`config.mk`:
```
export PLATFORM = sky130hd
export DESIGN_NAME = ecg_pe_array
export DESIGN_NICKNAME = d
export VERILOG_FILES = /design/src/rtl/ecg_acc_pkg.sv /design/src/rtl/ecg_pe_array.sv
export SDC_FILE = /design/constraint.sdc
export NUM_CORES = 2
export LEC_CHECK = 0
export BUFFER_PORTS_ARGS = -buffer_cell sky130_fd_sc_hd__buf_2
export CAP_MARGIN = 30
export CELL_PAD_IN_SITES_DETAIL_PLACEMENT = 1
export CELL_PAD_IN_SITES_GLOBAL_PLACEMENT = 1
export CORE_MARGIN = 2
export CORE_UTILIZATION = 45
export CTS_CLUSTER_DIAMETER = 200
export DETAILED_ROUTE_END_ITERATION = 7
export MAX_ROUTING_LAYER = met4
export PLACE_DENSITY = 0.74
export SETUP_SLACK_MARGIN = 0.1
export SLEW_MARGIN = 30
export SYNTH_ARGS = -nofsm -noshare
export SYNTH_HDL_FRONTEND = slang
export SYNTH_SLANG_ARGS = --single-unit
```
`constraint.sdc`:
```
create_clock -name clk_cal -period 18.25 [get_ports clk_cal]
set_clock_uncertainty 0.1 [all_clocks]
set_input_delay 0.9125 -clock clk_cal [delete_from_list [all_inputs] [get_ports clk_cal]]
set_output_delay 0.9125 -clock clk_cal [all_outputs]
set_load 0.005 [all_outputs]
```
`src/rtl/ecg_acc_pkg.sv`:
```
// widths, tap/channel counts, datapath types, weight-write struct, pool phase enum
package ecg_acc_pkg;

	// ************************************************************************
	// sizes
	// ************************************************************************
	localparam int SAMPLE_W  = 8;	// ecg sample and weight width
	localparam int CONV_TAPS = 3;	// kernel length
	localparam int NUM_CH    = 8;	// output channels
	localparam int PSUM_W    = 18;	// 16b product + 2 guard bits for 3 taps

	// ************************************************************************
	// datapath types
	// ************************************************************************
	typedef logic signed [SAMPLE_W-1:0] sample_t;
	typedef logic signed [SAMPLE_W-1:0] weight_t;
	typedef logic signed [PSUM_W-1:0]   psum_t;
	typedef logic        [7:0]          act_t;		// unsigned, 0..127 after quant

	// index 0 holds the oldest sample
	typedef sample_t [CONV_TAPS-1:0] window_t;

	typedef weight_t [NUM_CH-1:0][CONV_TAPS-1:0] weight_bank_t;	// [ch][tap]
	typedef psum_t   [NUM_CH-1:0]                psum_vec_t;
	typedef act_t    [NUM_CH-1:0]                act_vec_t;

	// weight write port
	typedef struct packed {
		logic                         vld;	// write strobe
		logic [$clog2(NUM_CH)-1:0]    ch;	// channel index
		logic [$clog2(CONV_TAPS)-1:0] tap;	// tap index
		weight_t                      data;
	} wt_wr_t;

	// pool pair phase
	typedef enum logic {
		pool_first,		// hold incoming vector
		pool_second		// compare and emit
	} pool_phase_e;

endpackage

```
`src/rtl/ecg_pe_array.sv`:
```
// 8-channel 3-tap multiply-accumulate array with registered partial sums
`timescale 1ns/1ps

module ecg_pe_array (
	input  logic                      clk_cal,
	input  logic                      reset,
	input  logic                      window_vld,
	input  ecg_acc_pkg::window_t      window,
	input  ecg_acc_pkg::weight_bank_t bank,
	output logic                      psum_vld,
	output ecg_acc_pkg::psum_vec_t    psum
);

	ecg_acc_pkg::psum_vec_t psum_d;		// combinational sums, one per channel

	// ************************************************************************
	// mac per channel
	// ************************************************************************
	always_comb begin
		logic signed [ecg_acc_pkg::PSUM_W-1:0]     acc;
		logic signed [2*ecg_acc_pkg::SAMPLE_W-1:0] prod;

		acc  = '0;
		prod = '0;
		for (int c = 0; c < ecg_acc_pkg::NUM_CH; c++) begin
			acc = '0;
			for (int t = 0; t < ecg_acc_pkg::CONV_TAPS; t++) begin
				prod = $signed(window[t]) * $signed(bank[c][t]);	// 8x8 signed
				acc  = acc + prod;			// sign extended to PSUM_W
			end
			psum_d[c] = acc;
		end
	end

	// ************************************************************************
	// output stage, 1 cycle after window_vld
	// ************************************************************************
	always_ff @(posedge clk_cal) begin
		if (reset)
			psum_vld <= 1'b0;
		else
			psum_vld <= window_vld;		// valid travels with the data
	end

	always_ff @(posedge clk_cal) begin
		if (window_vld)
			psum <= psum_d;			// hold last sums between windows
	end

endmodule

```
==> run summary <==
Top FF cell, synth = edfxtp_1
Syn. warnings = 0
pin count of the biggest net entering global routing = 65
Area growth, synth to finish = 6.69%
Setup TNS Final = 0 ns
number of placement rows = 144
final wirelength = 199 mm
GRT Total Usage = 0.275
GPL Wtd Cong = 0.884
Syn Area/Cell = 9.87 um2
final hold violation count = 0
Worst Setup Start Kind = input pin
status = finished clean
final slew viol count = 0
crit path from = window[15]
cell with the most instances after synthesis = inv_1
relative slew slack = 0.374
CTS HTree Levels = 4
Post-CTS Setup Bufs = 0
first-pass GRT wire length = 318 mm
die area = 0.158 mm2
Filler cells = 17500
hold_sp = reset
EDFF count, synth = 144
Vias/cell = 5.01
cells after synthesis = 7056
Worst Path Arrival = 7.99 ns
DP Wirelength = 169 mm
Buffers on Ports = 363
register area share after synthesis = 0.0624
Syn Std Cell Area = 0.0697 mm2
die height = 397 um
CTS tree = built
initial antenna violation count = 63
Avg WL per Cell = 21.2 um
CTS Buf Count = 17
top post-synthesis cells by count = inv_1, fa_1, and2_1
Nets = 9955
GR Util met3 = 0.0426
# setup viols final = 0
Critical Path RT = 18.48 ns
Top Ports = 364
fmax = 0.129 GHz
met2 GRT Util = 0.478
WHS Path Cells = 2
Gates resized, CTS repair = 0
CP max FO = 42
Post-DRT Antenna Nets = 0
critical path type = in -> reg
final core occ = 0.483
Clock transition at path regs = 0.08 ns
Hold EP = psum_vld$_SDFF_PP0_
RSZ-0062 raised after global routing = no
CTS Hold Buffers Added = 0
die width = 397 um
root buffer cell = clkbuf_16
biggest area consumer among synthesized cells = fa_1
core box area = 0.154 mm2
total nets after synthesis = 9731
Max Cap Viol = 0
clk sink count = 145
Tcrit/Tclk final = 0.426
Slew @ Worst Pin = 0.939 ns
crit path capture type = register
DRT Pass-1 Iters = 5
Cell variety after synth = 54
vias in the first global route = 56700
Hold/Removal Path Class = in -> reg
starting density of the core = 0.453
CTS max path bufs = 2
post-synth top area share = 0.538
DR iter-0 viols = 2311
GR Util met1 = 0.327
layout cells sized above 1 = 0.0590
top post-synthesis cells by area = fa_1, inv_1, ha_1
grt peak-use layer = met2
routed vias = 47100
Seq cells post-synth = 145
Async SR Flop Fraction = 0
total global routing overflow = 0
Final min period = 7.77 ns
DR DRC count = 0
-- how the worst max path moves through the flow --
stage                                endpoint  slack, ns
after floorplan           psum[107]$_DFFE_PP_      10.99
after global placement     psum[34]$_DFFE_PP_       9.82
after detailed placement  psum[107]$_DFFE_PP_       9.86
after CTS                 psum[107]$_DFFE_PP_      10.46
after global routing      psum[107]$_DFFE_PP_      10.09
final                     psum[107]$_DFFE_PP_      10.48
-- placed cells by master, fill, tap and decap left out, types with 50 or more instances in the layout --
cell | Yosys | routed
inv_1 | 2163 | 2163
a21oi_1 | 54 | 54
buf_2 | 0 | 343
edfxtp_1 | 144 | 144
fa_1 | 1872 | 1872
xnor2_1 | 161 | 161
diode_2 | 0 | 50
nand2_1 | 594 | 594
and2_1 | 776 | 776
nor2_1 | 196 | 196
nand2b_1 | 53 | 53
ha_1 | 584 | 584
-- per-stage QoR --
stage          hold slack (ns)  setup slack, ns  std cells  instance area, um2
5_1_grt                  0.378            10.09       9379               74300
3_3_place_gp             0.970             9.82       9305               73600
4_1_cts                  0.333            10.46       9337               74200
2_1_floorplan            0.884            10.99       7056               69700
3_5_place_dp             0.973             9.86       9305               73600
6_report                 0.377            10.48       9387               74300
-- registers in the layout, indices dropped and copies added, names as in the netlist --
signal / cells
psum_vld: 1
psum: 144
-- worst max-delay path, cell delays in order --
cell	delay [ns]
buf_2	0.08
buf_4	0.33
buf_4	0.57
and2_1	0.56
inv_1	0.12
fa_1	0.48
fa_1	0.51
inv_1	0.05
fa_1	0.56
fa_1	0.44
fa_1	0.46
fa_1	0.49
inv_1	0.06
fa_1	0.47
inv_1	0.04
ha_1	0.34
a21oi_1	0.17
nor2b_1	0.06
a31o_1	0.22
o41a_1	0.37
a22o_1	0.27
o41ai_2	0.27
xnor2_1	0.11
-- cells by family (layout without fill, tap and decap cells) --
| kind of cell | count (synthesis) | after routing | share of synthesized area |
|---|---|---|---|
| xor gates and xnor gates | 194 | 194 | 0.0244 |
| and+or+nand+nor | 1682 | 1682 | 0.122 |
| buffers and inverters | 2358 | 2595 | 0.127 |
| other | 0 | 50 | 0 |
| AOI/OAI and AO/OA | 220 | 220 | 0.0209 |
| adders and majority gates | 2456 | 2456 | 0.643 |
| DFF | 145 | 145 | 0.0624 |
| muxes | 1 | 1 | 0.000144 |
-- final cells by class --
type                       count  area [um2]  share of cell area
multi-input combinational   4553       56500               0.760
clock inverter                14         155             0.00209
sequential                   145        4340              0.0584
antenna                       50         125             0.00168
inverter                    2171        8150               0.110
tap                         2044        2560              0.0344
clock buffer                  18         429             0.00577
timing repair buffer         392        2090              0.0282
-- layer usage --
| metal | routed length [um] | part of all wire |
|---|---|---|
| met5 | 0 | 0 |
| met4 | 6110 | 0.031 |
| met3 | 10700 | 0.054 |
| met2 | 105000 | 0.53 |
| met1 | 77400 | 0.39 |
Power is left out: the tool's default activity adds up to more than one toggle a clock period on the data nets, which glitch-free logic cannot reach.
