`config.mk`:
```
export PLATFORM = sky130hd
export DESIGN_NAME = ecg_max_pool
export DESIGN_NICKNAME = d
export VERILOG_FILES = /design/src/rtl/ecg_acc_pkg.sv /design/src/rtl/ecg_max_pool.sv
export SDC_FILE = /design/constraint.sdc
export NUM_CORES = 1
export LEC_CHECK = 0
export BUFFER_PORTS_ARGS = -buffer_cell sky130_fd_sc_hd__buf_2
export CAP_MARGIN = 20
export CORE_MARGIN = 4
export CORE_UTILIZATION = 40
export DETAILED_ROUTE_END_ITERATION = 16
export GPL_ROUTABILITY_DRIVEN = 0
export SYNTH_ARGS = -nofsm -noshare
export SYNTH_HDL_FRONTEND = slang
export SYNTH_SLANG_ARGS = --single-unit
export TNS_END_PERCENT = 1
```
`constraint.sdc`:
```
create_clock -name clk_cal -period 6.9 [get_ports clk_cal]
set_input_delay 0.69 -clock clk_cal [delete_from_list [all_inputs] [get_ports clk_cal]]
set_output_delay 0.69 -clock clk_cal [all_outputs]
set_load 0.02 [all_outputs]
```
`src/rtl/ecg_acc_pkg.sv`:
```
// widths, tap/channel counts, datapath types, weight-write struct, pool phase enum
package ecg_acc_pkg;

	// ************************************************************************
	// sizes
	// ************************************************************************
	localparam int SAMPLE_W  = 8;	// ecg sample and weight width
	localparam int CONV_TAPS = 3;	// kernel length
	localparam int NUM_CH    = 8;	// output channels
	localparam int PSUM_W    = 18;	// 16b product + 2 guard bits for 3 taps

	// ************************************************************************
	// datapath types
	// ************************************************************************
	typedef logic signed [SAMPLE_W-1:0] sample_t;
	typedef logic signed [SAMPLE_W-1:0] weight_t;
	typedef logic signed [PSUM_W-1:0]   psum_t;
	typedef logic        [7:0]          act_t;		// unsigned, 0..127 after quant

	// index 0 holds the oldest sample
	typedef sample_t [CONV_TAPS-1:0] window_t;

	typedef weight_t [NUM_CH-1:0][CONV_TAPS-1:0] weight_bank_t;	// [ch][tap]
	typedef psum_t   [NUM_CH-1:0]                psum_vec_t;
	typedef act_t    [NUM_CH-1:0]                act_vec_t;

	// weight write port
	typedef struct packed {
		logic                         vld;	// write strobe
		logic [$clog2(NUM_CH)-1:0]    ch;	// channel index
		logic [$clog2(CONV_TAPS)-1:0] tap;	// tap index
		weight_t                      data;
	} wt_wr_t;

	// pool pair phase
	typedef enum logic {
		pool_first,		// hold incoming vector
		pool_second		// compare and emit
	} pool_phase_e;

endpackage

```
`src/rtl/ecg_max_pool.sv`:
```
// pairwise max pooling of size 2 and stride 2 with pool phase state
`timescale 1ns/1ps

module ecg_max_pool (
	input  logic                  clk_cal,
	input  logic                  reset,
	input  logic                  frame_start,
	input  logic                  act_vld,
	input  ecg_acc_pkg::act_vec_t act,
	output logic                  pool_vld,
	output ecg_acc_pkg::act_vec_t pool_data
);

	ecg_acc_pkg::pool_phase_e phase;
	ecg_acc_pkg::act_vec_t    hold_q;	// first vector of the pair
	ecg_acc_pkg::act_vec_t    pool_max;

	// channel max of held vs incoming
	always_comb begin
		for (int c = 0; c < ecg_acc_pkg::NUM_CH; c++)
			pool_max[c] = (act[c] > hold_q[c]) ? act[c] : hold_q[c];
	end

	// ************************************************************************
	// phase FSM toggling on each act_vld
	// ************************************************************************
	always_ff @(posedge clk_cal) begin
		if (reset) begin
			phase    <= ecg_acc_pkg::pool_first;
			pool_vld <= 1'b0;
		end else if (frame_start) begin
			phase    <= ecg_acc_pkg::pool_first;	// pairing restarts with new frame
			pool_vld <= 1'b0;
		end else begin
			pool_vld <= act_vld && (phase == ecg_acc_pkg::pool_second);
			if (act_vld)
				phase <= (phase == ecg_acc_pkg::pool_first) ?
					ecg_acc_pkg::pool_second : ecg_acc_pkg::pool_first;
		end
	end

	// pair storage and pooled output
	always_ff @(posedge clk_cal) begin
		if (act_vld && (phase == ecg_acc_pkg::pool_first))
			hold_q <= act;
		if (act_vld && (phase == ecg_acc_pkg::pool_second))
			pool_data <= pool_max;		// one output per pair
	end

	// ************************************************************************
	// checks
	// ************************************************************************
	// an activation in the frame_start cycle would be dropped from the pairing
	a_idle_at_start : assert property (
		@(posedge clk_cal) disable iff (reset)
		frame_start |-> !act_vld
	) else $error("act_vld high in the frame_start cycle");

endmodule

```
==> impl_metrics.yaml, run 1 <==
setup_path:
  slowest_stage: "mux2_2"
  required_ns: 7.05
  crit_path_cell_trace: "buf_2 -> ha_1 -> nor2b_1 -> o211ai_2 -> a21oi_2 -> o22ai_4 -> mux2_2"
  worst_path_largest_cell_delay_ns: 0.39
  r2r_end: "pool_data[21]"
  critical_path_arrival_ns: 2.16
  r2r_slack_ns: 4.91
  reg2reg_depth: 7
  cp_max_fo: 8
  end_kind: "flip-flop"
  rr_startpoint: "hold_q[17]"
  crit_type: "primary input to flip-flop"
  start_kind: "primary input"
run_status:
  outcome: "completed"
synthesis:
  synth_fa_ha_area_share_pct: 12.60
  syn_nets: 547
  syn-instance-count: 415
  synthMuxAreaShare_pct: 11.45
  synth_top_area_share_pct: 60.46
  synthXorXnorAreaFrac_pct: 0.1378
  yosysSeqAreaShare_pct: 61.09
  ys_seq_elements: 130
  syn_avg_cell_area_um2: 15.32
  yosysWarnings: 0
  yosys.area_share.simple_pct: 3.228
  synth_area_um2: 6357
  synth-compound-area-share_pct: 7.715
  synth_top_family_by_area: "adder cells"
  synth_top_cell_by_area: "edfxtp_1"
  synth_top_cells_by_area: "edfxtp_1 60%, ha_1 13%, mux2_2 11%, inv_1 3.8%, o22ai_4 2.5%"
  ys_types: 18
die:
  die_w_um: 134.1
  row_count: 45
  die_h_um: 134.1
  dieArea_um2: 17970
  pin_count: 133
  start_util_pct: 41.36
  fp.coreArea_um2: 15370
grt:
  grt_pass1_wl_mm: 19.72
  grt_usage_pct: 13.98
  grt_overflow_total: 0
  antenna_found_initial: 1
  grt_max_degree: 66
  grt_pass1_vias: 3978
clocking:
  cts_buffers: 17
  path_clk_slew_ns: 0.06
  htree_num_levels: 4
  cts_hold_buf: 0
  cts_root_buf: "clkbuf_16"
  cts_buffer_depth: 2
  post_cts_buffers: 0
  cts_resized: 0
  cts_sinks: 130
  tritoncts: "built"
  clk_latency_ns: 0.41
layout:
  regArea_um2: 3884
  antenna_cells: 0
  layout_common_cells: "132 x buf_2, 128 x edfxtp_1, 64 x inv_1, 64 x ha_1, 62 x mux2_2"
  multi_input_area_um2: 2243
  areaGrowthSynthToFinish_pct: 23.18
  layout-drive-gt1-share_pct: 42.56
  fillCellCount: 1333
  layout_commonest_cell: "buf_2"
  finalNetCount: 699
  final_util_pct: 50.95
place:
  io_buffers: 132
  dp_hpwl_mm: 8.225
sta:
  tns_ns: 0
  setup_viol: 0
  hold_viol: 0
  fin_crit_sh_pct: 29.13
  fmax_mhz: 497.5
  drv_slew: 0
  finalCriticalPeriod_ns: 2.010
  worstMarginPinSlew_ns: 0.9391
  rsz0062_at_grt: "false"
  max_slew_margin_pct: 37.39
  skew_ns: 0.01306
pwr:
  power.total_w: 0.002007
  peakVddDrop_v: 0.0001656
  cellLeakagePower_nw: 3.277
  p_per_area_nw_per_um2: 256.3
drt:
  drc: 0
  routed_wirelength_mm: 11.93
  vias_per_cell: 4.811
  vias: 3796
  routedWlPerCell_um: 15.12
  dr.first_iter.drc_count: 101
  firstDrtPassIters: 4
  antenna_left: 0
hold_path:
  whs_path_depth: 2
  hold_path_end: "phase"
  hold_path_startpoint: "frame_start"
  hold_path_class: "primary input to flip-flop"
run:
  drv_cap: 0
routing by layer:
metal  global-route usage (%)  share of wire [%]
met1                    16.99                 45
met2                    22.88                 47
met3                    5.251                6.6
met4                    5.034                1.1
met5                        0               0.17
Yosys cell counts (all sizes together):
cell    number
a21oi       32
dfxtp        2
inv         64
ha          64
nor3         1
edfxtp     128
o211ai       8
nand4       16
xnor2        1
nor3b        1
nand2        8
o21ai        8
mux2        64
nor2b        9
o22ai        8
and2         1
worst max path at each step:
stage	startpoint	endpoint	slack, ns	cells after the start
after floorplan	act_vld	hold_q[0]	2.90	1
after global placement	act[33]	pool_data[39]	4.48	7
after detailed placement	act[17]	pool_data[21]	4.46	7
after CTS	hold_q[17]	pool_data[21]	4.89	7
after global routing	hold_q[25]	pool_data[31]	4.77	7
final	act[17]	pool_data[21]	4.89	7
final cells by class:
class / instances / share of cell area [%]
Sequential cell: 130 / 49.59
Multi-Input combinational cell: 221 / 28.65
Tap cell: 211 / 3.371
Clock inverter: 9 / 1.166
Clock buffer: 21 / 5.624
Timing Repair Buffer: 133 / 8.532
Inverter: 64 / 3.068
cells by family (layout without fill, tap and decap cells):
kind of cell             after synthesis  after routing
buffers and inverters                 64            227
AO/OA/AOI/OAI                         56             56
adder cells (fa/ha/maj)               64             64
AND/OR/NAND/NOR                       36             36
flip-flops                           130            130
multiplexers                          64             64
XOR/XNOR                               1              1
critical path, delay by kind of cell:
family	cells	cell delay, ns
multiplexers	1	0.39
adder cells (fa/ha/maj)	1	0.29
AO/OA/AOI/OAI	3	0.52
AND/OR/NAND/NOR	1	0.14
buffers and inverters	1	0.12
power breakdown:
group          internal (W)  switching [W]
Combinational      0.000118       0.000133
Sequential         0.000919      0.0000135
Clock              0.000520       0.000304
Total               0.00156       0.000450
stage by stage:
step,instance area (um2),setup WS [ns],hold WS [ns],instances
after floorplan,6357,2.902,0.5273,415
after global placement,7300,4.479,0.5580,759
after detailed placement,7300,4.456,0.5629,759
after CTS,7831,4.888,0.4311,789
after global routing,7831,4.774,0.4362,789
final,7831,4.890,0.4622,789
flip-flops by register name (all words and copies together), names as in the netlist:
register / count
hold_q: 64
pool_data: 64
phase: 1
pool_vld: 1
Note: power is estimated with default switching activity, not from simulation.
==> run 2, diff against run 1 <==
--- a/config.mk
+++ b/config.mk
@@ -5,6 +5,7 @@
 export SDC_FILE = /design/constraint.sdc
 export NUM_CORES = 1
 export LEC_CHECK = 0
+export ABC_AREA = 1
 export BUFFER_PORTS_ARGS = -buffer_cell sky130_fd_sc_hd__buf_2
 export CAP_MARGIN = 20
 export CORE_MARGIN = 4
==> constraint.sdc (replaced) <==
create_clock -name clk_cal -period 1.7 [get_ports clk_cal]
set_input_delay 0.17 -clock clk_cal [delete_from_list [all_inputs] [get_ports clk_cal]]
set_output_delay 0.17 -clock clk_cal [all_outputs]
set_load 0.02 [all_outputs]
==> run 2 against run 1 <==
Compared with the run above: the run now ends with negative setup slack left; largest power group unchanged; via count grew 33%; non-clock buffer count is 73 higher; sequential cell count stayed put; wire length increased by 26%; sequential power rose to 4.1 times the previous value; sequential share of layout area decreased by 8.8 points.
==> impl_metrics.yaml, run 2 <==
synthesis:
  yosysWarnings: 0
  ys_seq_elements: 130
  yosysMostFrequentCell: "nand2_1"
  synth-async-reset-ratio_pct: 0
  synth_area_um2: 6784
  yosysSeqAreaShare_pct: 57.25
  yosys-top-cells-count: "178 x nand2_1, 128 x edfxtp_1, 90 x inv_1, 64 x ha_1, 64 x nand3_1"
  ys_types: 16
  syn_nets: 749
  synth_edf_count: 128
  syn_avg_cell_area_um2: 11.00
  synthFlopType: "edfxtp_1"
  syn-instance-count: 617
  synth_top_cells_by_area: "edfxtp_1 57%, ha_1 12%, nand2_1 9.8%, inv_1 5.0%, nand3_1 4.7%"
  synth_top_area_share_pct: 56.66
  synth_top_cell_by_area: "edfxtp_1"
layout:
  largestRegisters: "hold_q x64, pool_data x64"
  layout_common_cells: "170 x nand2_1, 128 x edfxtp_1, 123 x buf_2, 76 x inv_1, 66 x dlygate4sd3_1"
  areaGrowthSynthToFinish_pct: 40.43
  layout-drive-gt1-share_pct: 32.87
  regArea_um2: 3885
  finalNetCount: 981
  design_area_um2: 9527
  fin_cells: 1078
  layout_commonest_cell: "nand2_1"
  multi_input_area_um2: 3050
  antenna_cells: 0
  fillCellCount: 1412
die:
  die_h_um: 138.2
  fp.coreArea_um2: 16580
  die_w_um: 138.2
  start_util_pct: 40.91
  row_count: 47
  dieArea_um2: 19110
  pin_count: 133
run_status:
  violations: "negative setup slack"
  outcome: "finished with violations"
clocking:
  cts_root_buf: "clkbuf_16"
  cts_sinks: 130
  clk_latency_ns: 0.41
  cts_buffers: 17
  path_clk_slew_ns: 0.05
  htree_num_levels: 4
  cts_buffer_depth: 2
  tritoncts: "built"
place:
  io_buffers: 132
  dp_hpwl_mm: 9.842
  post-place-cells: 973
  dpl-instance-area_um2: 7790
grt:
  grt_usage_pct: 15.09
  grt_pass1_vias: 4943
  grt_max_degree: 66
  antenna_found_initial: 0
  grt_pass1_wl_mm: 23.79
  grt_overflow_total: 0
drt:
  firstDrtPassIters: 4
  routed.top_layer: "met4"
  wl_met3_um: 689
  drc: 0
  met2_length_mm: 7.291
  routed_wirelength_mm: 14.97
  antenna_left: 0
  vias: 5035
  vias_per_cell: 4.671
  routedWlPerCell_um: 13.89
  dr.first_iter.drc_count: 191
  wl_met1_mm: 6.811
hold_path:
  hold_path_class: "primary input to flip-flop"
setup_path:
  start_kind: "primary input"
  end_kind: "flip-flop"
  crit_type: "primary input to flip-flop"
  cp_max_fo: 8
  required_ns: 1.86
  critical_path_arrival_ns: 1.86
sta:
  rsz0062_at_grt: "true"
  hold_viol: 0
  max_slew_margin_pct: 69.64
  fin_crit_sh_pct: 100.0
  setup_viol: 1
  worstMarginPinSlew_ns: 0.4554
  setup_ws_ns: -0.00004319
  finalCriticalPeriod_ns: 1.700
  drv_slew: 0
  fmax_mhz: 588.2
  skew_ns: 0.006070
run:
  drv_cap: 0
pwr:
  p_per_area_nw_per_um2: 904.1
  cellLeakagePower_nw: 4.308
  peakVddDrop_v: 0.0006316
run 2: per-stage QoR:
step                      setup slack (ns)  hold slack, ns  power (W)  utilization, %     TNS (ns)
after floorplan                   -0.02917          0.2406   0.004677               -       -1.929
after global placement             0.08681          0.3498   0.005011           46.97            0
after detailed placement           0.05428          0.3581   0.005051           46.97            0
after CTS                         0.001565         0.03990   0.008519           54.19            0
after global routing              -0.06390         0.07314   0.009079           57.45      -0.4267
final                          -0.00004319         0.06850   0.008613           57.45  -0.00004319
run 2: repair_timing:
action / 4_1_cts / 5_1_grt
setup buffers: 0 / 9
gates resized for setup: 0 / 69
hold buffers: 67 / 0
endpoints found under the hold margin: 66 / 0
endpoints found under the setup margin: 0 / 65
run 2: worst paths after layout:
kind              startpoint            end  slack [ns]  cells after the start
hold reg to reg        phase       pool_vld        0.54                      2
setup reg to reg  hold_q[62]  pool_data[59]        0.02                      9
hold / removal       act_vld       pool_vld        0.07                      3
setup / recovery     act[62]  pool_data[59]    -0.00004                     10
run 2: critical path, cell delays in order:
cell           delay (ns)
dlygate4sd3_1        0.53
buf_2                0.14
ha_1                 0.30
nand2_2              0.10
nor2_1               0.07
nor2_2               0.15
nand2_4              0.13
buf_6                0.15
nand3_1              0.05
nand2_1              0.07
run 2: layout make-up:
cell class | count | share of cell area, %
repair buffers | 206 | 15.21
clock buffers | 18 | 4.505
multi-input cells | 404 | 32.02
well taps | 220 | 2.889
inverters | 90 | 3.586
clock inverters | 10 | 1.011
flip-flops and latches | 130 | 40.78
run 2: where the power goes:
group / total, W / internal [W] / leakage (nW) / switching [W]
Sequential: 0.00380 / 0.00374 / 1.22 / 0.0000575
Clock: 0.00331 / 0.00209 / 0.255 / 0.00122
Combinational: 0.00151 / 0.000632 / 2.83 / 0.000880
run 2: kinds of logic after synthesis:
family / share of synthesized area (%)
flops: 57.25
fa+ha+maj: 11.80
buf+inv: 4.980
compound gates: 2.066
simple gates: 23.90
run 2: metal layers:
layer  vias up  global-route usage, %
met2       119                  24.41
met4         0                  4.992
met5         -                      0
met1      2341                  19.65
met3        13                  4.316
li1       2562                      -
