===== src/rtl/ecg_acc_pkg.sv =====
// widths, tap/channel counts, datapath types, weight-write struct, pool phase enum
package ecg_acc_pkg;

	// ************************************************************************
	// sizes
	// ************************************************************************
	localparam int SAMPLE_W  = 8;	// ecg sample and weight width
	localparam int CONV_TAPS = 3;	// kernel length
	localparam int NUM_CH    = 8;	// output channels
	localparam int PSUM_W    = 18;	// 16b product + 2 guard bits for 3 taps

	// ************************************************************************
	// datapath types
	// ************************************************************************
	typedef logic signed [SAMPLE_W-1:0] sample_t;
	typedef logic signed [SAMPLE_W-1:0] weight_t;
	typedef logic signed [PSUM_W-1:0]   psum_t;
	typedef logic        [7:0]          act_t;		// unsigned, 0..127 after quant

	// index 0 holds the oldest sample
	typedef sample_t [CONV_TAPS-1:0] window_t;

	typedef weight_t [NUM_CH-1:0][CONV_TAPS-1:0] weight_bank_t;	// [ch][tap]
	typedef psum_t   [NUM_CH-1:0]                psum_vec_t;
	typedef act_t    [NUM_CH-1:0]                act_vec_t;

	// weight write port
	typedef struct packed {
		logic                         vld;	// write strobe
		logic [$clog2(NUM_CH)-1:0]    ch;	// channel index
		logic [$clog2(CONV_TAPS)-1:0] tap;	// tap index
		weight_t                      data;
	} wt_wr_t;

	// pool pair phase
	typedef enum logic {
		pool_first,		// hold incoming vector
		pool_second		// compare and emit
	} pool_phase_e;

endpackage


===== src/rtl/ecg_relu_quant.sv =====
// relu, arithmetic shift and 0..127 saturation of 8 partial sums
`timescale 1ns/1ps

module ecg_relu_quant #(
	parameter int RELU_SHIFT = 4
) (
	input  logic                   clk_cal,
	input  logic                   reset,
	input  logic                   psum_vld,
	input  ecg_acc_pkg::psum_vec_t psum,
	output logic                   act_vld,
	output ecg_acc_pkg::act_vec_t  act
);

	ecg_acc_pkg::act_vec_t act_d;

	// ************************************************************************
	// per-channel quantizer
	// ************************************************************************
	always_comb begin
		logic signed [ecg_acc_pkg::PSUM_W-1:0] shifted;

		shifted = '0;
		for (int c = 0; c < ecg_acc_pkg::NUM_CH; c++) begin
			shifted = psum[c] >>> RELU_SHIFT;	// sign kept by >>>
			if (psum[c] < 0)
				act_d[c] = 8'd0;		// relu clamp
			else if (shifted > 127)
				act_d[c] = 8'd127;		// saturate high
			else
				act_d[c] = shifted[7:0];
		end
	end

	always_ff @(posedge clk_cal) begin
		if (reset)
			act_vld <= 1'b0;
		else
			act_vld <= psum_vld;
	end

	always_ff @(posedge clk_cal) begin
		if (psum_vld)
			act <= act_d;
	end

endmodule


===== config.mk =====
export PLATFORM = sky130hd
export DESIGN_NAME = ecg_relu_quant
export DESIGN_NICKNAME = d
export VERILOG_FILES = /design/src/rtl/ecg_acc_pkg.sv /design/src/rtl/ecg_relu_quant.sv
export SDC_FILE = /design/constraint.sdc
export NUM_CORES = 1
export LEC_CHECK = 0
export BUFFER_PORTS_ARGS = -buffer_cell sky130_fd_sc_hd__buf_2
export CAP_MARGIN = 20
export CORE_MARGIN = 2
export CORE_UTILIZATION = 44
export CTS_BUF_LIST = sky130_fd_sc_hd__clkbuf_4
export DETAILED_ROUTE_END_ITERATION = 7
export HOLD_SLACK_MARGIN = 0.02
export PLACE_DENSITY = 0.95
export SYNTH_ARGS = -nofsm -noshare
export SYNTH_HDL_FRONTEND = slang
export SYNTH_SLANG_ARGS = --single-unit

===== constraint.sdc =====
create_clock -name clk_cal -period 1.6 [get_ports clk_cal]
set_clock_uncertainty 0.2 [all_clocks]
set_input_delay 0.16 -clock clk_cal [delete_from_list [all_inputs] [get_ports clk_cal]]
set_output_delay 0.16 -clock clk_cal [all_outputs]
set_load 0.01 [all_outputs]

==> flow_summary.toml, run 1 <==
[clock_network]
cts_buffers = 9
cts.sinks = 65
cts_resized = 0
clock_path_buffers = 2
htree_levels = 3
cts_root_buf = "clkbuf_4"
ctsHoldBuffers = 101
cts_setup_buffers = 0

[run_status]
haltStage = "clock tree synthesis (4_1_cts)"
status = "did not finish"
stop_error = "[ERROR RSZ-0060] Max buffer count reached."

[synthesis]
syn-cell-area_um2 = 2680
ys_seq_area_share_pct = 72.4
avgSynthCellArea_um2 = 14.3
ys_warn_count = 0
netlist-cell-type-count = 7
ys_ff_latch = 65
netlist_instances = 187

[floorplanning]
initial_core_util_pct = 45.3
num_rows = 28
fp.dieH_um = 82.1
die_w_um = 82.1
io_pins = 212

[placed_design]
io_buffers = 179
gp_congestion = 0.869
dpl_cell_area_um2 = 3720
hpwl_um = 5080
-- per-stage QoR --
stage	hold slack (ps)	instances	setup WS (ps)	utilization, %
floorplan	31.6	194	509	-
global placement	116	449	292	62.8
detailed placement	125	449	256	62.8
-- synthesized netlist by cell type, drive strengths merged --
master,count,share of area [%]
nor2b,1,0.23
nor3,56,10
conb,1,0.14
nor4,8,6.3
dfxtp,1,0.75
a21oi,56,10
edfxtp,64,72
-- kinds of logic after synthesis --
logic type	after synthesis	synth area share [%]
flip-flops	65	72.4
AO/OA/AOI/OAI	56	10.4
other	1	0.140
AND/OR/NAND/NOR	65	17.0
==> run 2, diff against run 1 <==
--- a/config.mk
+++ b/config.mk
@@ -8,11 +8,9 @@
 export BUFFER_PORTS_ARGS = -buffer_cell sky130_fd_sc_hd__buf_2
 export CAP_MARGIN = 20
 export CORE_MARGIN = 2
-export CORE_UTILIZATION = 44
-export CTS_BUF_LIST = sky130_fd_sc_hd__clkbuf_4
+export CORE_UTILIZATION = 40
 export DETAILED_ROUTE_END_ITERATION = 7
-export HOLD_SLACK_MARGIN = 0.02
-export PLACE_DENSITY = 0.95
+export PLACE_DENSITY_LB_ADDON = 0.15
 export SYNTH_ARGS = -nofsm -noshare
 export SYNTH_HDL_FRONTEND = slang
 export SYNTH_SLANG_ARGS = --single-unit
==> run 2 against run 1 <==
Compared with the run above: the flow now finishes, with violations (DRC, setup timing); synthesized cell count is the same; area after synthesis is the same.
==> flow_summary.toml, run 2 <==
[run_status]
status = "complete, but fails checks"
violations = "DRC, setup timing"

[hold_path]
hp-start = "psum[63]"
hold_class = "in -> reg"

[clock_network]
cts_root_buf = "clkbuf_8"
cts.sinks = 65
clock_path_buffers = 2
htree_levels = 3
cts_tree = "built"
clk_pin_slew_worst_paths_ps = 70
cts_buffers = 9

[run]
cap_violations = 0

[layout]
reg_top3 = "act (64), act_vld (1)"
final_common_cell = "buf_2"
fillers = 481
largest_reg_flops = 64
mostFrequentLayoutCells = "buf_2, edfxtp_1, dlygate4sd3_1"
largest_register = "act"
num_antenna_cells = 0
syn2layout_area_growth_pct = 70.5
final_layout_size_suffix_gt1_share_pct = 44.4
final_cells = 530
final_nets = 595

[placed_design]
dp_cells = 452
io_buffers = 179
hpwl_um = 4650
gp_congestion = 0.769

[synthesis]
synthTopCellsByCount = "edfxtp_1, a21oi_1, nor3_1, nor4_4"
yosys.area.top_type = "edfxtp_1"
syn-cell-area_um2 = 2680
avgSynthCellArea_um2 = 14.3
synth_edf_count = 64
netlist_instances = 187
synth.area.mux_share_pct = 0
synth_top_family_by_area = "simple AND/OR/NAND/NOR gates"
synth_compound_area_share_pct = 10.4
netlist-cell-type-count = 7
synth_top_area_share_pct = 71.6
synthAdderAreaFrac_pct = 0
ys_seq_area_share_pct = 72.4
ys_ff_latch = 65
synth-xor-area-share_pct = 0
synth_simple_gate_area_share_pct = 17.0
synthArstFlopShare_pct = 0
synthTopCellsByArea = "edfxtp_1, a21oi_1, nor3_1"
ys.flop_type = "edfxtp_1"
ys_warn_count = 0
synth.most_common_cell = "edfxtp_1"

[global_routing]
grt_usage_pct = 21.3
grt_pass1_wl_um = 12000
grt_pass1_vias = 2684
overflow = 0
antenna_found_initial = 0
grt_max_degree = 44

[floorplanning]
initial_core_util_pct = 41.8
fp.dieArea_um2 = 7380
core_area_um2 = 6420
io_pins = 212
num_rows = 29
die_w_um = 85.9
fp.dieH_um = 85.9

[route]
drc = 12
wirelength_um = 7720
vias_per_cell = 4.99
firstDrtPassIters = 6
avgRoutedWirePerCell_um = 14.6
ant_nets = 0
drtIter0Drc = 125
num_vias = 2644

[power]
swShare_pct = 22.4
ir_drop_uv = 764
internal_power_mw = 3.24
power.switching_uw = 934
p_clk_share_pct = 34.6
comb_power_share_pct = 16.2
power_density_nw_per_um2 = 913
total_leakage_power_nw = 1.93
sequentialPowerShare_pct = 49.1

[worst_setup_path]
required_ps = 1480
critPathMaxFanout = 7
worstSetupEndpointType = "flop"
start_kind = "primary input"
path_class = "in -> reg"
arrival_ps = 1480
crit_start = "psum[143]"

[sta]
hold_violations = 0
setup_violations = 1
setup_tns_ps = -2.42
fin_crit_ps = 1600
final_max_slew_viol_count = 0
period_share_pct = 100
rsz0062_at_grt = "false"
fmax_ghz = 0.624
finalWorstSetupSlack_ps = -2.42
-- run 2: cell counts after synthesis --
Identical to the previous run, type by type.
-- run 2: final cells by class --
cell class                      count  area (um^2)  share of cell area (%)
Sequential cell                    65         1940                    42.5
Timing Repair Buffer              243         1560                    34.2
Multi-Input combinational cell    129          767                    16.8
Clock buffer                       13          139                    3.04
Tap cell                           77         96.3                    2.11
Clock inverter                      3         65.1                    1.42
-- run 2: path summary, 6_finish.rpt --
path               endpoint  slack (ps)  cells after the start
max   act[62]$_SDFFCE_PP0P_          -2                      4
min   act[29]$_SDFFCE_PP0P_           7                      3
-- run 2: cells by family after synthesis --
kind of cell and count (synthesis):
other 1, AND/OR/NAND/NOR 65, flip-flops 65, AO/OA/AOI/OAI 56
-- run 2: stage by stage --
stage                     instance area (um^2)  power (mW)  utilization (%)  hold WS [ps]  setup slack, ps
after floorplan                           2710        2.25                -          31.6              509
after global placement                    3730        2.62             58.1           117              272
after detailed placement                  3730        2.63             58.1           124              261
after CTS                                 4550        4.20             70.9         0.228             24.5
after global routing                      4570        4.36             71.2          12.6          0.00822
final                                     4570        4.17             71.2          7.00            -2.42
-- run 2: power by group through the flow --
stage | sequential (mW) | clock [mW] | combinational, mW
floorplan | 2.17 | 0 | 0.0826
global placement | 2.08 | 0 | 0.539
detailed placement | 2.09 | 0 | 0.546
CTS | 2.05 | 1.48 | 0.661
global route | 2.06 | 1.56 | 0.735
finish | 2.05 | 1.45 | 0.677
-- run 2: metal layers --
layer / part of all wire [%] / vias up / track usage, %
met2: 55 / 120 / 39.6
li1: - / 1277 / -
met1: 35 / 1217 / 21.5
met4: 4.3 / 0 / 13.3
met3: 6.2 / 30 / 4.23
met5: 0 / - / 0
-- run 2: worst max-delay path: stages --
cell and delay (ps):
dlygate4sd3_1 580, buf_6 140, a21oi_1 40, dlygate4sd3_1 560
-- run 2: timing repair --
| item | in CTS | in global routing |
|---|---|---|
| setup endpoints to repair | 0 | 4 |
| endpoints found under the hold margin | 56 | 0 |
| buffers inserted | 0 | 0 |
| resized for setup | 0 | 7 |
| hold buffers | 62 | 0 |
No activity file was read; power rests on OpenSTA's default activity.
==> run 3, diff against run 2 <==
--- a/config.mk
+++ b/config.mk
@@ -7,8 +7,10 @@
 export LEC_CHECK = 0
 export BUFFER_PORTS_ARGS = -buffer_cell sky130_fd_sc_hd__buf_2
 export CAP_MARGIN = 20
+export CELL_PAD_IN_SITES_DETAIL_PLACEMENT = 0
+export CELL_PAD_IN_SITES_GLOBAL_PLACEMENT = 1
 export CORE_MARGIN = 2
-export CORE_UTILIZATION = 40
+export CORE_UTILIZATION = 31
 export DETAILED_ROUTE_END_ITERATION = 7
 export PLACE_DENSITY_LB_ADDON = 0.15
 export SYNTH_ARGS = -nofsm -noshare
==> run 3 against run 2 <==
Compared with the run above: the flow now finishes without violations; sequential cell count did not move; global-route usage down 5.1 points; largest cell class unchanged; non-clock buffer count rose by 15; worst hold slack better by 1.9 ps; critical path type unchanged; setup slack gained 4.9 ps; total power is 3.3% lower; maximum frequency is 0.31% higher; critical path depth stayed put; final area increased by 3.3%; clock power fell by 10%; first-iteration DRC count shrank 5.6%; clock-buffer cell count is 1 lower.
==> flow_summary.toml, run 3 (same netlist as run 2, synthesis figures left out) <==
[hold_path]
hold_class = "in -> reg"
hold_end = "act[22]$_SDFFCE_PP0P_"
hp-start = "psum[46]"
min_delay_path_depth = 3

[route]
avgRoutedWirePerCell_um = 13.1
drc = 0
wirelength_um = 7500
firstDrtPassIters = 4
drtIter0Drc = 118
num_vias = 2618
vias_per_cell = 4.57
ant_nets = 0

[worst_setup_path]
path_class = "in -> reg"
required_ps = 1490
worstSetupEndpointType = "flop"
cp_num_buf_inv = 3
arrival_ps = 1490
worstPathCellList = "dlygate4sd3_1 -> clkbuf_4 -> a21oi_1 -> dlygate4sd3_1"
critPathMaxFanout = 7
start_kind = "primary input"
crit_family = "buffers and inverters"
max_stage_delay_ps = 560
critPathSlowestCell = "dlygate4sd3_1"
cp_common_cell = "dlygate4sd3_1"

[sta]
setup_violations = 0
period_share_pct = 99.8
fmax_ghz = 0.626
hold_violations = 0
fin_crit_ps = 1600
final_max_slew_viol_count = 0

[placed_design]
dp_cells = 479
io_buffers = 179
hpwl_um = 4820
gp_congestion = 0.744

[run_status]
status = "finished, final reports clean"

[clock_network]
cts_buffers = 9
clk_pin_slew_worst_paths_ps = 70
htree_levels = 3
clock_path_buffers = 2
cts_root_buf = "clkbuf_8"
cts_tree = "built"
cts.sinks = 65

[layout]
reg_top3 = "act (64), act_vld (1)"
largest_reg_flops = 64
num_antenna_cells = 0
final_common_cell = "buf_2"
mostFrequentLayoutCells = "buf_2, dlygate4sd3_1, edfxtp_1"
syn2layout_area_growth_pct = 76.2
final_cells = 573
final_layout_size_suffix_gt1_share_pct = 42.9
largest_register = "act"
final_util_pct = 56.9
final_nets = 610

[power]
total_leakage_power_nw = 1.98
power_density_nw_per_um2 = 854
ir_drop_uv = 341

[floorplanning]
fp.dieArea_um2 = 9410
die_w_um = 97.0
io_pins = 212
core_area_um2 = 8300
initial_core_util_pct = 32.3
fp.dieH_um = 97.0
num_rows = 33

[global_routing]
grt_pass1_wl_um = 12200
grt_pass1_vias = 2705
grt_max_degree = 66
overflow = 0
antenna_found_initial = 0
grt_usage_pct = 16.2

[run]
cap_violations = 0
run 3: layer usage:
layer | global-route usage [%] | wire length, um | vias to the layer above
met4 | 9.21 | 209 | 0
met2 | 28.5 | 3940 | 114
met1 | 17.7 | 2810 | 1170
li1 | - | - | 1315
met3 | 4.05 | 545 | 19
met5 | 0 | 0 | -
run 3: worst max path at each step:
stage / start / depth (start not counted) / slack [ps] / to
detailed placement: psum[34] / 3 / 240 / act[13]$_SDFFCE_PP0P_
global route: psum[125] / 4 / -20 / act[52]$_SDFFCE_PP0P_
floorplan: psum[16] / 2 / 510 / act[0]$_SDFFCE_PP0P_
global placement: psum[34] / 3 / 280 / act[13]$_SDFFCE_PP0P_
CTS: psum[53] / 4 / 40 / act[19]$_SDFFCE_PP0P_
finish: psum[125] / 4 / 2 / act[52]$_SDFFCE_PP0P_
run 3: timing repair:
item / 4_1_cts / 5_1_grt
hold buffers: 77 / 0
endpoints found under the hold margin: 56 / 0
setup buffers: 0 / 1
endpoints found under the setup margin: 0 / 8
gates resized for setup: 0 / 6
run 3: through the flow:
stage                     setup WS [ps]  hold slack (ps)  total power [mW]  setup TNS (ps)  area, um^2
after floorplan                     509             31.6              2.25               0        2710
after global placement              280              123              2.63               0        3760
after detailed placement            238              125              2.64               0        3760
after CTS                          43.3            0.138              4.08               0        4710
after global routing              -24.2             12.2              4.23           -24.2        4730
final                              2.47             8.90              4.04               0        4730
run 3: layout make-up:
type,count,area (um^2)
Timing Repair Buffer,258,1710
Clock buffer,12,135
Clock inverter,4,43.8
Sequential cell,65,1940
Tap cell,105,131
Multi-Input combinational cell,129,767
Fill cell,724,3570
run 3: where the power goes:
part	internal, mW	switching (mW)
registers	2.02	0.0275
clock network	0.711	0.584
logic	0.357	0.336
total	3.09	0.947
run 3: worst min-delay path, delay by kind of cell:
family                 cells  cell delay, ps
AOI/OAI and AO/OA          1             140
buffers and inverters      1              80
and+or+nand+nor            1              40
