--- config.mk ---
export PLATFORM = sky130hd
export DESIGN_NAME = ecg_input_window
export DESIGN_NICKNAME = d
export VERILOG_FILES = /design/src/rtl/ecg_acc_pkg.sv /design/src/rtl/ecg_input_window.sv
export SDC_FILE = /design/constraint.sdc
export NUM_CORES = 1
export LEC_CHECK = 0
export ABC_CLOCK_PERIOD_IN_PS = 1350
export CORE_MARGIN = 1.5
export CORE_UTILIZATION = 57
export DETAILED_ROUTE_END_ITERATION = 8
export DONT_BUFFER_PORTS = 1
export MAX_ROUTING_LAYER = met4
export PLACE_DENSITY = 0.72
export SETUP_SLACK_MARGIN = 0.02
export SLEW_MARGIN = 20
export SYNTH_ARGS = -nofsm -noshare
export SYNTH_HDL_FRONTEND = slang
export SYNTH_SLANG_ARGS = --single-unit
--- constraint.sdc ---
create_clock -name clk_cal -period 1.35 [get_ports clk_cal]
set_input_delay 0 -clock clk_cal [delete_from_list [all_inputs] [get_ports clk_cal]]
set_output_delay 0 -clock clk_cal [all_outputs]
set_load 0.005 [all_outputs]
--- src/rtl/ecg_acc_pkg.sv ---
// widths, tap/channel counts, datapath types, weight-write struct, pool phase enum
package ecg_acc_pkg;

	// ************************************************************************
	// sizes
	// ************************************************************************
	localparam int SAMPLE_W  = 8;	// ecg sample and weight width
	localparam int CONV_TAPS = 3;	// kernel length
	localparam int NUM_CH    = 8;	// output channels
	localparam int PSUM_W    = 18;	// 16b product + 2 guard bits for 3 taps

	// ************************************************************************
	// datapath types
	// ************************************************************************
	typedef logic signed [SAMPLE_W-1:0] sample_t;
	typedef logic signed [SAMPLE_W-1:0] weight_t;
	typedef logic signed [PSUM_W-1:0]   psum_t;
	typedef logic        [7:0]          act_t;		// unsigned, 0..127 after quant

	// index 0 holds the oldest sample
	typedef sample_t [CONV_TAPS-1:0] window_t;

	typedef weight_t [NUM_CH-1:0][CONV_TAPS-1:0] weight_bank_t;	// [ch][tap]
	typedef psum_t   [NUM_CH-1:0]                psum_vec_t;
	typedef act_t    [NUM_CH-1:0]                act_vec_t;

	// weight write port
	typedef struct packed {
		logic                         vld;	// write strobe
		logic [$clog2(NUM_CH)-1:0]    ch;	// channel index
		logic [$clog2(CONV_TAPS)-1:0] tap;	// tap index
		weight_t                      data;
	} wt_wr_t;

	// pool pair phase
	typedef enum logic {
		pool_first,		// hold incoming vector
		pool_second		// compare and emit
	} pool_phase_e;

endpackage

--- src/rtl/ecg_input_window.sv ---
// sliding sample window with per-frame fill counter
`timescale 1ns/1ps

module ecg_input_window (
	input  logic                 clk_cal,
	input  logic                 reset,
	input  logic                 frame_start,
	input  logic                 sample_vld,
	input  ecg_acc_pkg::sample_t sample,
	output logic                 window_vld,
	output ecg_acc_pkg::window_t window
);

	localparam int CNT_W = $clog2(ecg_acc_pkg::CONV_TAPS + 1);	// holds 0..CONV_TAPS

	logic [CNT_W-1:0] fill_cnt;	// saturating count of samples this frame

	// ************************************************************************
	// fill count and window valid
	// ************************************************************************
	always_ff @(posedge clk_cal) begin
		if (reset) begin
			fill_cnt   <= '0;
			window_vld <= 1'b0;
		end else if (frame_start) begin
			fill_cnt   <= '0;			// old samples no longer count in a new frame
			window_vld <= 1'b0;
		end else begin
			// full once 2 earlier samples + this one are in
			window_vld <= sample_vld && (fill_cnt >= CNT_W'(ecg_acc_pkg::CONV_TAPS - 1));
			if (sample_vld && (fill_cnt < CNT_W'(ecg_acc_pkg::CONV_TAPS)))
				fill_cnt <= fill_cnt + 1'b1;
		end
	end

	// newest enters at the top and the oldest drops out of index 0
	always_ff @(posedge clk_cal) begin
		if (sample_vld)
			window <= {sample, window[ecg_acc_pkg::CONV_TAPS-1:1]};
	end

	// ************************************************************************
	// checks
	// ************************************************************************
	// a sample in the frame_start cycle would be shifted in but not counted
	a_no_sample_at_start : assert property (
		@(posedge clk_cal) disable iff (reset)
		frame_start |-> !sample_vld
	) else $error("sample_vld high in the frame_start cycle");

endmodule

==> results.py, run 1 <==
metrics = {
    "status": {
        "outcome": "complete, no violations",
    },
    "routing": {
        "detail-route-antenna-nets": 0,
        "vias": 403,
        "drt_wl_total_mm": 1.403,
        "number_of_design_rule_violations_left_after_detail_routing": 0,
        "drt_iter0_drc": 30,
        "avgRoutedWirePerCell_um": 20.63,
        "vias_per_cell": 5.926,
        "drt_first_pass_iters": 4,
    },
    "logic_synthesis": {
        "synth-edff-count": 24,
        "yosys.cell_types.count": 11,
        "yosys_most_used_dff": "sky130_fd_sc_hd__edfxtp_1",
        "synth_top_cell_by_area": "sky130_fd_sc_hd__edfxtp_1",
        "mappedNetlistNets": 51,
        "synth-seq-area-share": 0.8966,
        "synthTopCellsByCount": "sky130_fd_sc_hd__edfxtp_1, sky130_fd_sc_hd__dfxtp_1, sky130_fd_sc_hd__ha_1",
        "synth_area_leaders": "sky130_fd_sc_hd__edfxtp_1, sky130_fd_sc_hd__dfxtp_1, sky130_fd_sc_hd__ha_1",
        "synthDominantCellAreaShare": 0.8276,
        "syn-cell-area_um2": 870.8,
        "postSynthCellCount": 37,
        "ys_ff_latch": 27,
        "synth-warning-count": 0,
        "synth_area_per_cell_um2": 23.54,
        "most_frequent_cell_after_synthesis": "sky130_fd_sc_hd__edfxtp_1",
        "synth-async-reset-ratio": 0,
    },
    "floorplanning": {
        "die_h_um": 42.09,
        "floorplan.io_pins": 37,
        "dieWidth_um": 42.09,
        "dieArea_um2": 1771,
        "effective_utilization_at_floorplan": 0.6374,
        "placement_rows": 13,
        "core_area_um2": 1366,
    },
    "min_path": {
        "min-delay-path-class": "input pin to flop",
    },
    "global_routing": {
        "grt_overflow_total": 0,
        "grt_pass1_vias": 360,
        "grt_pass1_wl_mm": 1.835,
        "grt_start_max_net_pins": 27,
        "track_usage": 0.1519,
        "grt_antenna_before_repair": 0,
    },
    "setup_path": {
        "r2r-start": "fill_cnt[0]",
        "worstPathArrival_ns": 1.54,
        "timing.critical_path.required_ns": 1.56,
        "critical-path-top-delay-family": "flip-flops",
        "worstPathBufferInverterCount": 0,
        "timing.critical_path.to_type": "flop",
        "critPathMaxStageDelay_ns": 0.36,
        "critPathLaunch": "fill_cnt[0]",
        "crit_chain": "ha_1, nor2b_4, nor2_2, a2111oi_4",
        "crit-reg2reg-capture": "fill_cnt[1]",
        "startpoint_type": "flop",
        "worst-setup-path-type": "flop to flop",
        "reg2regPathDepth": 4,
        "r2r_setup_slack_ns": 0.03,
        "path_depth": 4,
        "cpMaxStageDelayCell": "sky130_fd_sc_hd__dfxtp_1",
        "critical_path_peak_fanout": 3,
        "timing.critical_path.to": "fill_cnt[1]",
    },
    "place": {
        "post_dp_cell_area_um2": 889.6,
        "buffer_ports.inserted": 0,
        "routabilityCongestion": 0.6184,
        "dp_hpwl_um": 804.8,
    },
    "timing": {
        "timing.final.setup_violations": 0,
        "setup_tns_ns": 0,
        "finalHoldViolCount": 0,
        "period_minus_slack_ns": 1.325,
        "fin_crit_sh": 0.9813,
        "drv_slew": 0,
        "worst_slew_pin_slew_ns": 0.2862,
        "final.setup_skew_ns": 0.006375,
        "slew-limit-headroom": 0.8065,
        "hold_slack_ns": 0.3102,
        "maxClockFrequency_mhz": 754.9,
    },
    "clock_network": {
        "numCtsBuffers": 3,
        "number_of_setup_buffers_added_after_cts": 0,
        "clock_path_buffers": 2,
        "cts_tree": "built",
        "clock_insertion_delay_worst_skew_ns": 0.31,
        "cts_htree_levels": 1,
        "cts_root_buffer": "sky130_fd_sc_hd__clkbuf_4",
        "cts.sinks": 27,
        "worst_setup_hold_path_clk_slew_ns": 0.13,
    },
    "power_and_ir_drop": {
        "power-per-cell-area_nw_per_um2": 1331,
        "power.leakage_uw": 0.0003657,
        "power_uw": 1409,
        "vdd_ir_drop_max_mv": 1.039,
    },
    "cells_and_area": {
        "num-nets-final": 68,
        "num_antenna_cells": 0,
        "layout.cell_area.non_filler_um2": 1059,
        "fill_cells": 78,
        "postLayoutCoreUtil": 0.7747,
        "drive_above_1_share": 0.1321,
        "area_delta_synth_final_pct": 21.55,
    },
    "flow_run": {
        "cap_violations": 0,
    },
}
[report_power, final]
group          internal [µW]  leakage, µW  total, µW  switching [µW]
combinational           38.9    0.0000914       75.5            36.5
sequential               974     0.000259       1010            37.6
clock                    115    0.0000150        323             207
total                   1130     0.000366       1410             282
[how the worst min path moves through the flow]
stage / start / endpoint / slack, ns / cells past startpoint
after floorplan: reset / fill_cnt[1] / 0.07 / 1
after global placement: reset / fill_cnt[1] / 0.07 / 1
after detailed placement: reset / fill_cnt[1] / 0.07 / 1
after CTS: sample_vld / window[17] / -0.21 / 0
after global routing: sample[4] / window[20] / 0.29 / 1
final: sample[3] / window[19] / 0.31 / 1
[cell families after synthesis]
logic type / Yosys count / share of synthesized area
compound gates: 1 / 0.01724
xor+xnor: 1 / 0.01006
fa+ha+maj: 2 / 0.02873
buf+inv: 1 / 0.004306
flops: 27 / 0.8966
simple gates: 5 / 0.04310
[worst register-to-register path, delay by kind of cell, from the launching register on]
family | cells | cell delay [ns]
flip-flops | 1 | 0.36
adder cells (fa/ha/maj) | 1 | 0.24
AO/OA/AOI/OAI | 1 | 0.34
AND/OR/NAND/NOR | 2 | 0.28
[flip-flops by register name (all words and copies together), names as in the netlist]
signal / count
window: 24
window_vld: 1
fill_cnt: 2
[cells in the final DEF (no fill, tap or decap)]
| cell | instances |
|---|---|
| sky130_fd_sc_hd__nor2_2 | 1 |
| sky130_fd_sc_hd__nor4b_1 | 1 |
| sky130_fd_sc_hd__xnor2_1 | 1 |
| sky130_fd_sc_hd__nor2b_4 | 1 |
| sky130_fd_sc_hd__ha_1 | 2 |
| sky130_fd_sc_hd__clkbuf_4 | 3 |
| sky130_fd_sc_hd__nor2_1 | 1 |
| sky130_fd_sc_hd__nor3_1 | 1 |
| sky130_fd_sc_hd__inv_1 | 1 |
| sky130_fd_sc_hd__edfxtp_1 | 24 |
| sky130_fd_sc_hd__a2111oi_4 | 1 |
| sky130_fd_sc_hd__buf_12 | 1 |
| sky130_fd_sc_hd__clkbuf_1 | 1 |
| sky130_fd_sc_hd__dlygate4sd3_1 | 11 |
| sky130_fd_sc_hd__dfxtp_1 | 3 |
[through the flow]
stage	instances	worst slack [ns]
finish	68	0.02524
global route	68	-0.02946
CTS	66	0.09416
detailed placement	52	0.1219
global placement	52	0.2179
floorplan	37	0.2306
[cell type report]
cell class                      count  area, µm²  area share
Inverter                            1      3.754    0.003546
Clock buffer                        4      26.28     0.02482
Multi-Input combinational cell      9      98.84     0.09338
Timing Repair Buffer               12      130.1      0.1229
Tap cell                           15      18.77     0.01773
Sequential cell                    27      780.7      0.7376
[layer usage]
layer	wire length, µm	part of all wire	GRT usage	vias to the layer above
li1	-	-	-	176
met1	515	0.37	0.1585	191
met2	712	0.51	0.2531	34
met3	169	0.12	0.06897	2
met4	6	0.0043	0.05625	0
met5	0	0	-	-
[what timing repair did]
item,4_1_cts,5_1_grt
hold buffers,10,2
gates resized for setup,0,1
endpoints found under the hold margin,35,26
setup endpoints to repair,0,1
(Power assumes the default switching activity.)
==> run 2, diff against run 1 <==
- CORE_UTILIZATION: 57 -> 60
- CTS_BUF_LIST: not set -> sky130_fd_sc_hd__clkbuf_2
- PLACE_DENSITY: 0.72 -> 0.76
==> results.py, run 2 (synthesis results as in run 1) <==
metrics = {
    "status": {
        "outcome": "finished, violations left",
        "violated_checks": "hold timing",
    },
    "power_and_ir_drop": {
        "power_uw": 1347,
        "vdd_ir_drop_max_mv": 0.9582,
        "power.leakage_uw": 0.0003491,
        "power-per-cell-area_nw_per_um2": 1331,
    },
    "clock_network": {
        "cts_root_buffer": "sky130_fd_sc_hd__clkbuf_2",
        "postCtsResizedCells": 0,
        "clock_insertion_delay_worst_skew_ns": 0.34,
        "number_of_setup_buffers_added_after_cts": 0,
        "numCtsBuffers": 3,
        "worst_setup_hold_path_clk_slew_ns": 0.24,
        "cts-hold-fix-buffers": 10,
        "cts_tree": "built",
        "cts.sinks": 27,
        "cts_htree_levels": 1,
        "clock_path_buffers": 2,
    },
    "cells_and_area": {
        "largest_reg_by_ff_count": "window",
        "num-nets-final": 66,
        "num_antenna_cells": 0,
        "fill_cells": 87,
        "largest_register_ffs": 24,
        "layout_common_cells": "sky130_fd_sc_hd__edfxtp_1, sky130_fd_sc_hd__dlygate4sd3_1, sky130_fd_sc_hd__clkbuf_2, sky130_fd_sc_hd__dfxtp_1, sky130_fd_sc_hd__ha_1",
        "drive_above_1_share": 0.1373,
        "area_delta_synth_final_pct": 16.24,
        "reg_top3": "window x24, fill_cnt x2, window_vld x1",
        "layout_commonest_cell": "sky130_fd_sc_hd__edfxtp_1",
    },
    "global_routing": {
        "grt_pass1_vias": 365,
        "track_usage": 0.1805,
        "grt_overflow_total": 0,
        "grt_antenna_before_repair": 0,
        "grt_start_max_net_pins": 27,
        "grt_pass1_wl_mm": 1.731,
    },
    "place": {
        "buffer_ports.inserted": 0,
        "routabilityCongestion": 0.5187,
        "dp_hpwl_um": 767.8,
        "pre_cts_ws_ns": 0.1446,
    },
    "routing": {
        "vias_per_cell": 5.682,
        "drt_first_pass_iters": 3,
        "number_of_design_rule_violations_left_after_detail_routing": 0,
        "drt_wl_total_mm": 1.221,
        "vias": 375,
        "avgRoutedWirePerCell_um": 18.50,
        "drt_iter0_drc": 11,
        "detail-route-antenna-nets": 0,
    },
    "setup_path": {
        "worst-setup-path-type": "flop to flop",
        "timing.critical_path.required_ns": 1.60,
        "worstPathBufferInverterCount": 0,
        "critical-path-top-delay-family": "flip-flops",
        "critical_path_peak_fanout": 3,
        "timing.critical_path.to_type": "flop",
        "cpMaxStageDelayCell": "sky130_fd_sc_hd__dfxtp_1",
        "critPathMaxStageDelay_ns": 0.40,
        "worstPathArrival_ns": 1.51,
        "startpoint_type": "flop",
        "crit_chain": "ha_1, nor2b_4, nor2_2, a2111oi_2",
    },
    "timing": {
        "slew-limit-headroom": 0.8245,
        "timing.final.setup_violations": 0,
        "worst_slew_pin_slew_ns": 0.2596,
        "drv_slew": 0,
        "final.setup_skew_ns": 0.01509,
        "maxClockFrequency_mhz": 794.1,
        "fin_crit_sh": 0.9328,
        "rsz0062_at_grt": "false",
        "setup_slack_ns": 0.09078,
        "finalHoldViolCount": 27,
        "period_minus_slack_ns": 1.259,
        "setup_tns_ns": 0,
        "hold_slack_ns": -0.2573,
    },
    "floorplanning": {
        "effective_utilization_at_floorplan": 0.6529,
        "placement_rows": 13,
        "core_area_um2": 1334,
        "die_h_um": 41.10,
        "dieArea_um2": 1689,
        "floorplan.io_pins": 37,
        "dieWidth_um": 41.10,
    },
    "flow_run": {
        "cap_violations": 0,
    },
    "min_path": {
        "min-delay-path-class": "input pin to flop",
    },
}
[run 2: routing by layer]
metal  wire length (µm)  share of wire  global-route usage
met4                 10         0.0082             0.07258
met2                670           0.55              0.3164
met1                432           0.35              0.1873
met3                107          0.088             0.05435
met5                  0              0                   -
[run 2: per-stage QoR]
step	instance area, µm²	std cells	util	hold WS [ns]
floorplan	870.8	37	-	0.06886
global placement	889.6	52	0.6670	0.06983
finish	1012	66	0.7589	-0.2573
global route	1012	66	0.7589	-0.2982
detailed placement	889.6	52	0.6670	0.07104
CTS	1012	66	0.7589	-0.2682
[run 2: worst register-to-register path: stages (launching register included)]
cell                        delay, ns
sky130_fd_sc_hd__dfxtp_1         0.40
sky130_fd_sc_hd__ha_1            0.24
sky130_fd_sc_hd__nor2b_4         0.17
sky130_fd_sc_hd__nor2_2          0.05
sky130_fd_sc_hd__a2111oi_2       0.31
[run 2: layout make-up]
type	count	area, µm²	area share
flip-flops and latches	27	780.7	0.7713
repair buffers	10	100.1	0.09889
multi-input cells	9	86.33	0.08529
well taps	15	18.77	0.01854
clock buffers	3	15.01	0.01483
clock inverters	1	7.507	0.007417
inverters	1	3.754	0.003708
[run 2: final timing paths]
check                            startpoint          end  slack, ns  cells past startpoint
worst max-delay path            fill_cnt[0]  fill_cnt[1]       0.09                      4
worst min-delay path             sample_vld   window[21]      -0.26                      0
worst max register to register  fill_cnt[0]  fill_cnt[1]       0.09                      4
worst min register to register   window[19]   window[11]       0.51                      0
[run 2: where the power goes]
group / leakage [µW] / internal [µW] / total [µW] / switching, µW
clock: 0.0000126 / 68.8 / 292 / 223
sequential: 0.000259 / 975 / 1010 / 36.0
combinational: 0.0000772 / 29.0 / 44.0 / 14.9
total: 0.000349 / 1070 / 1350 / 274
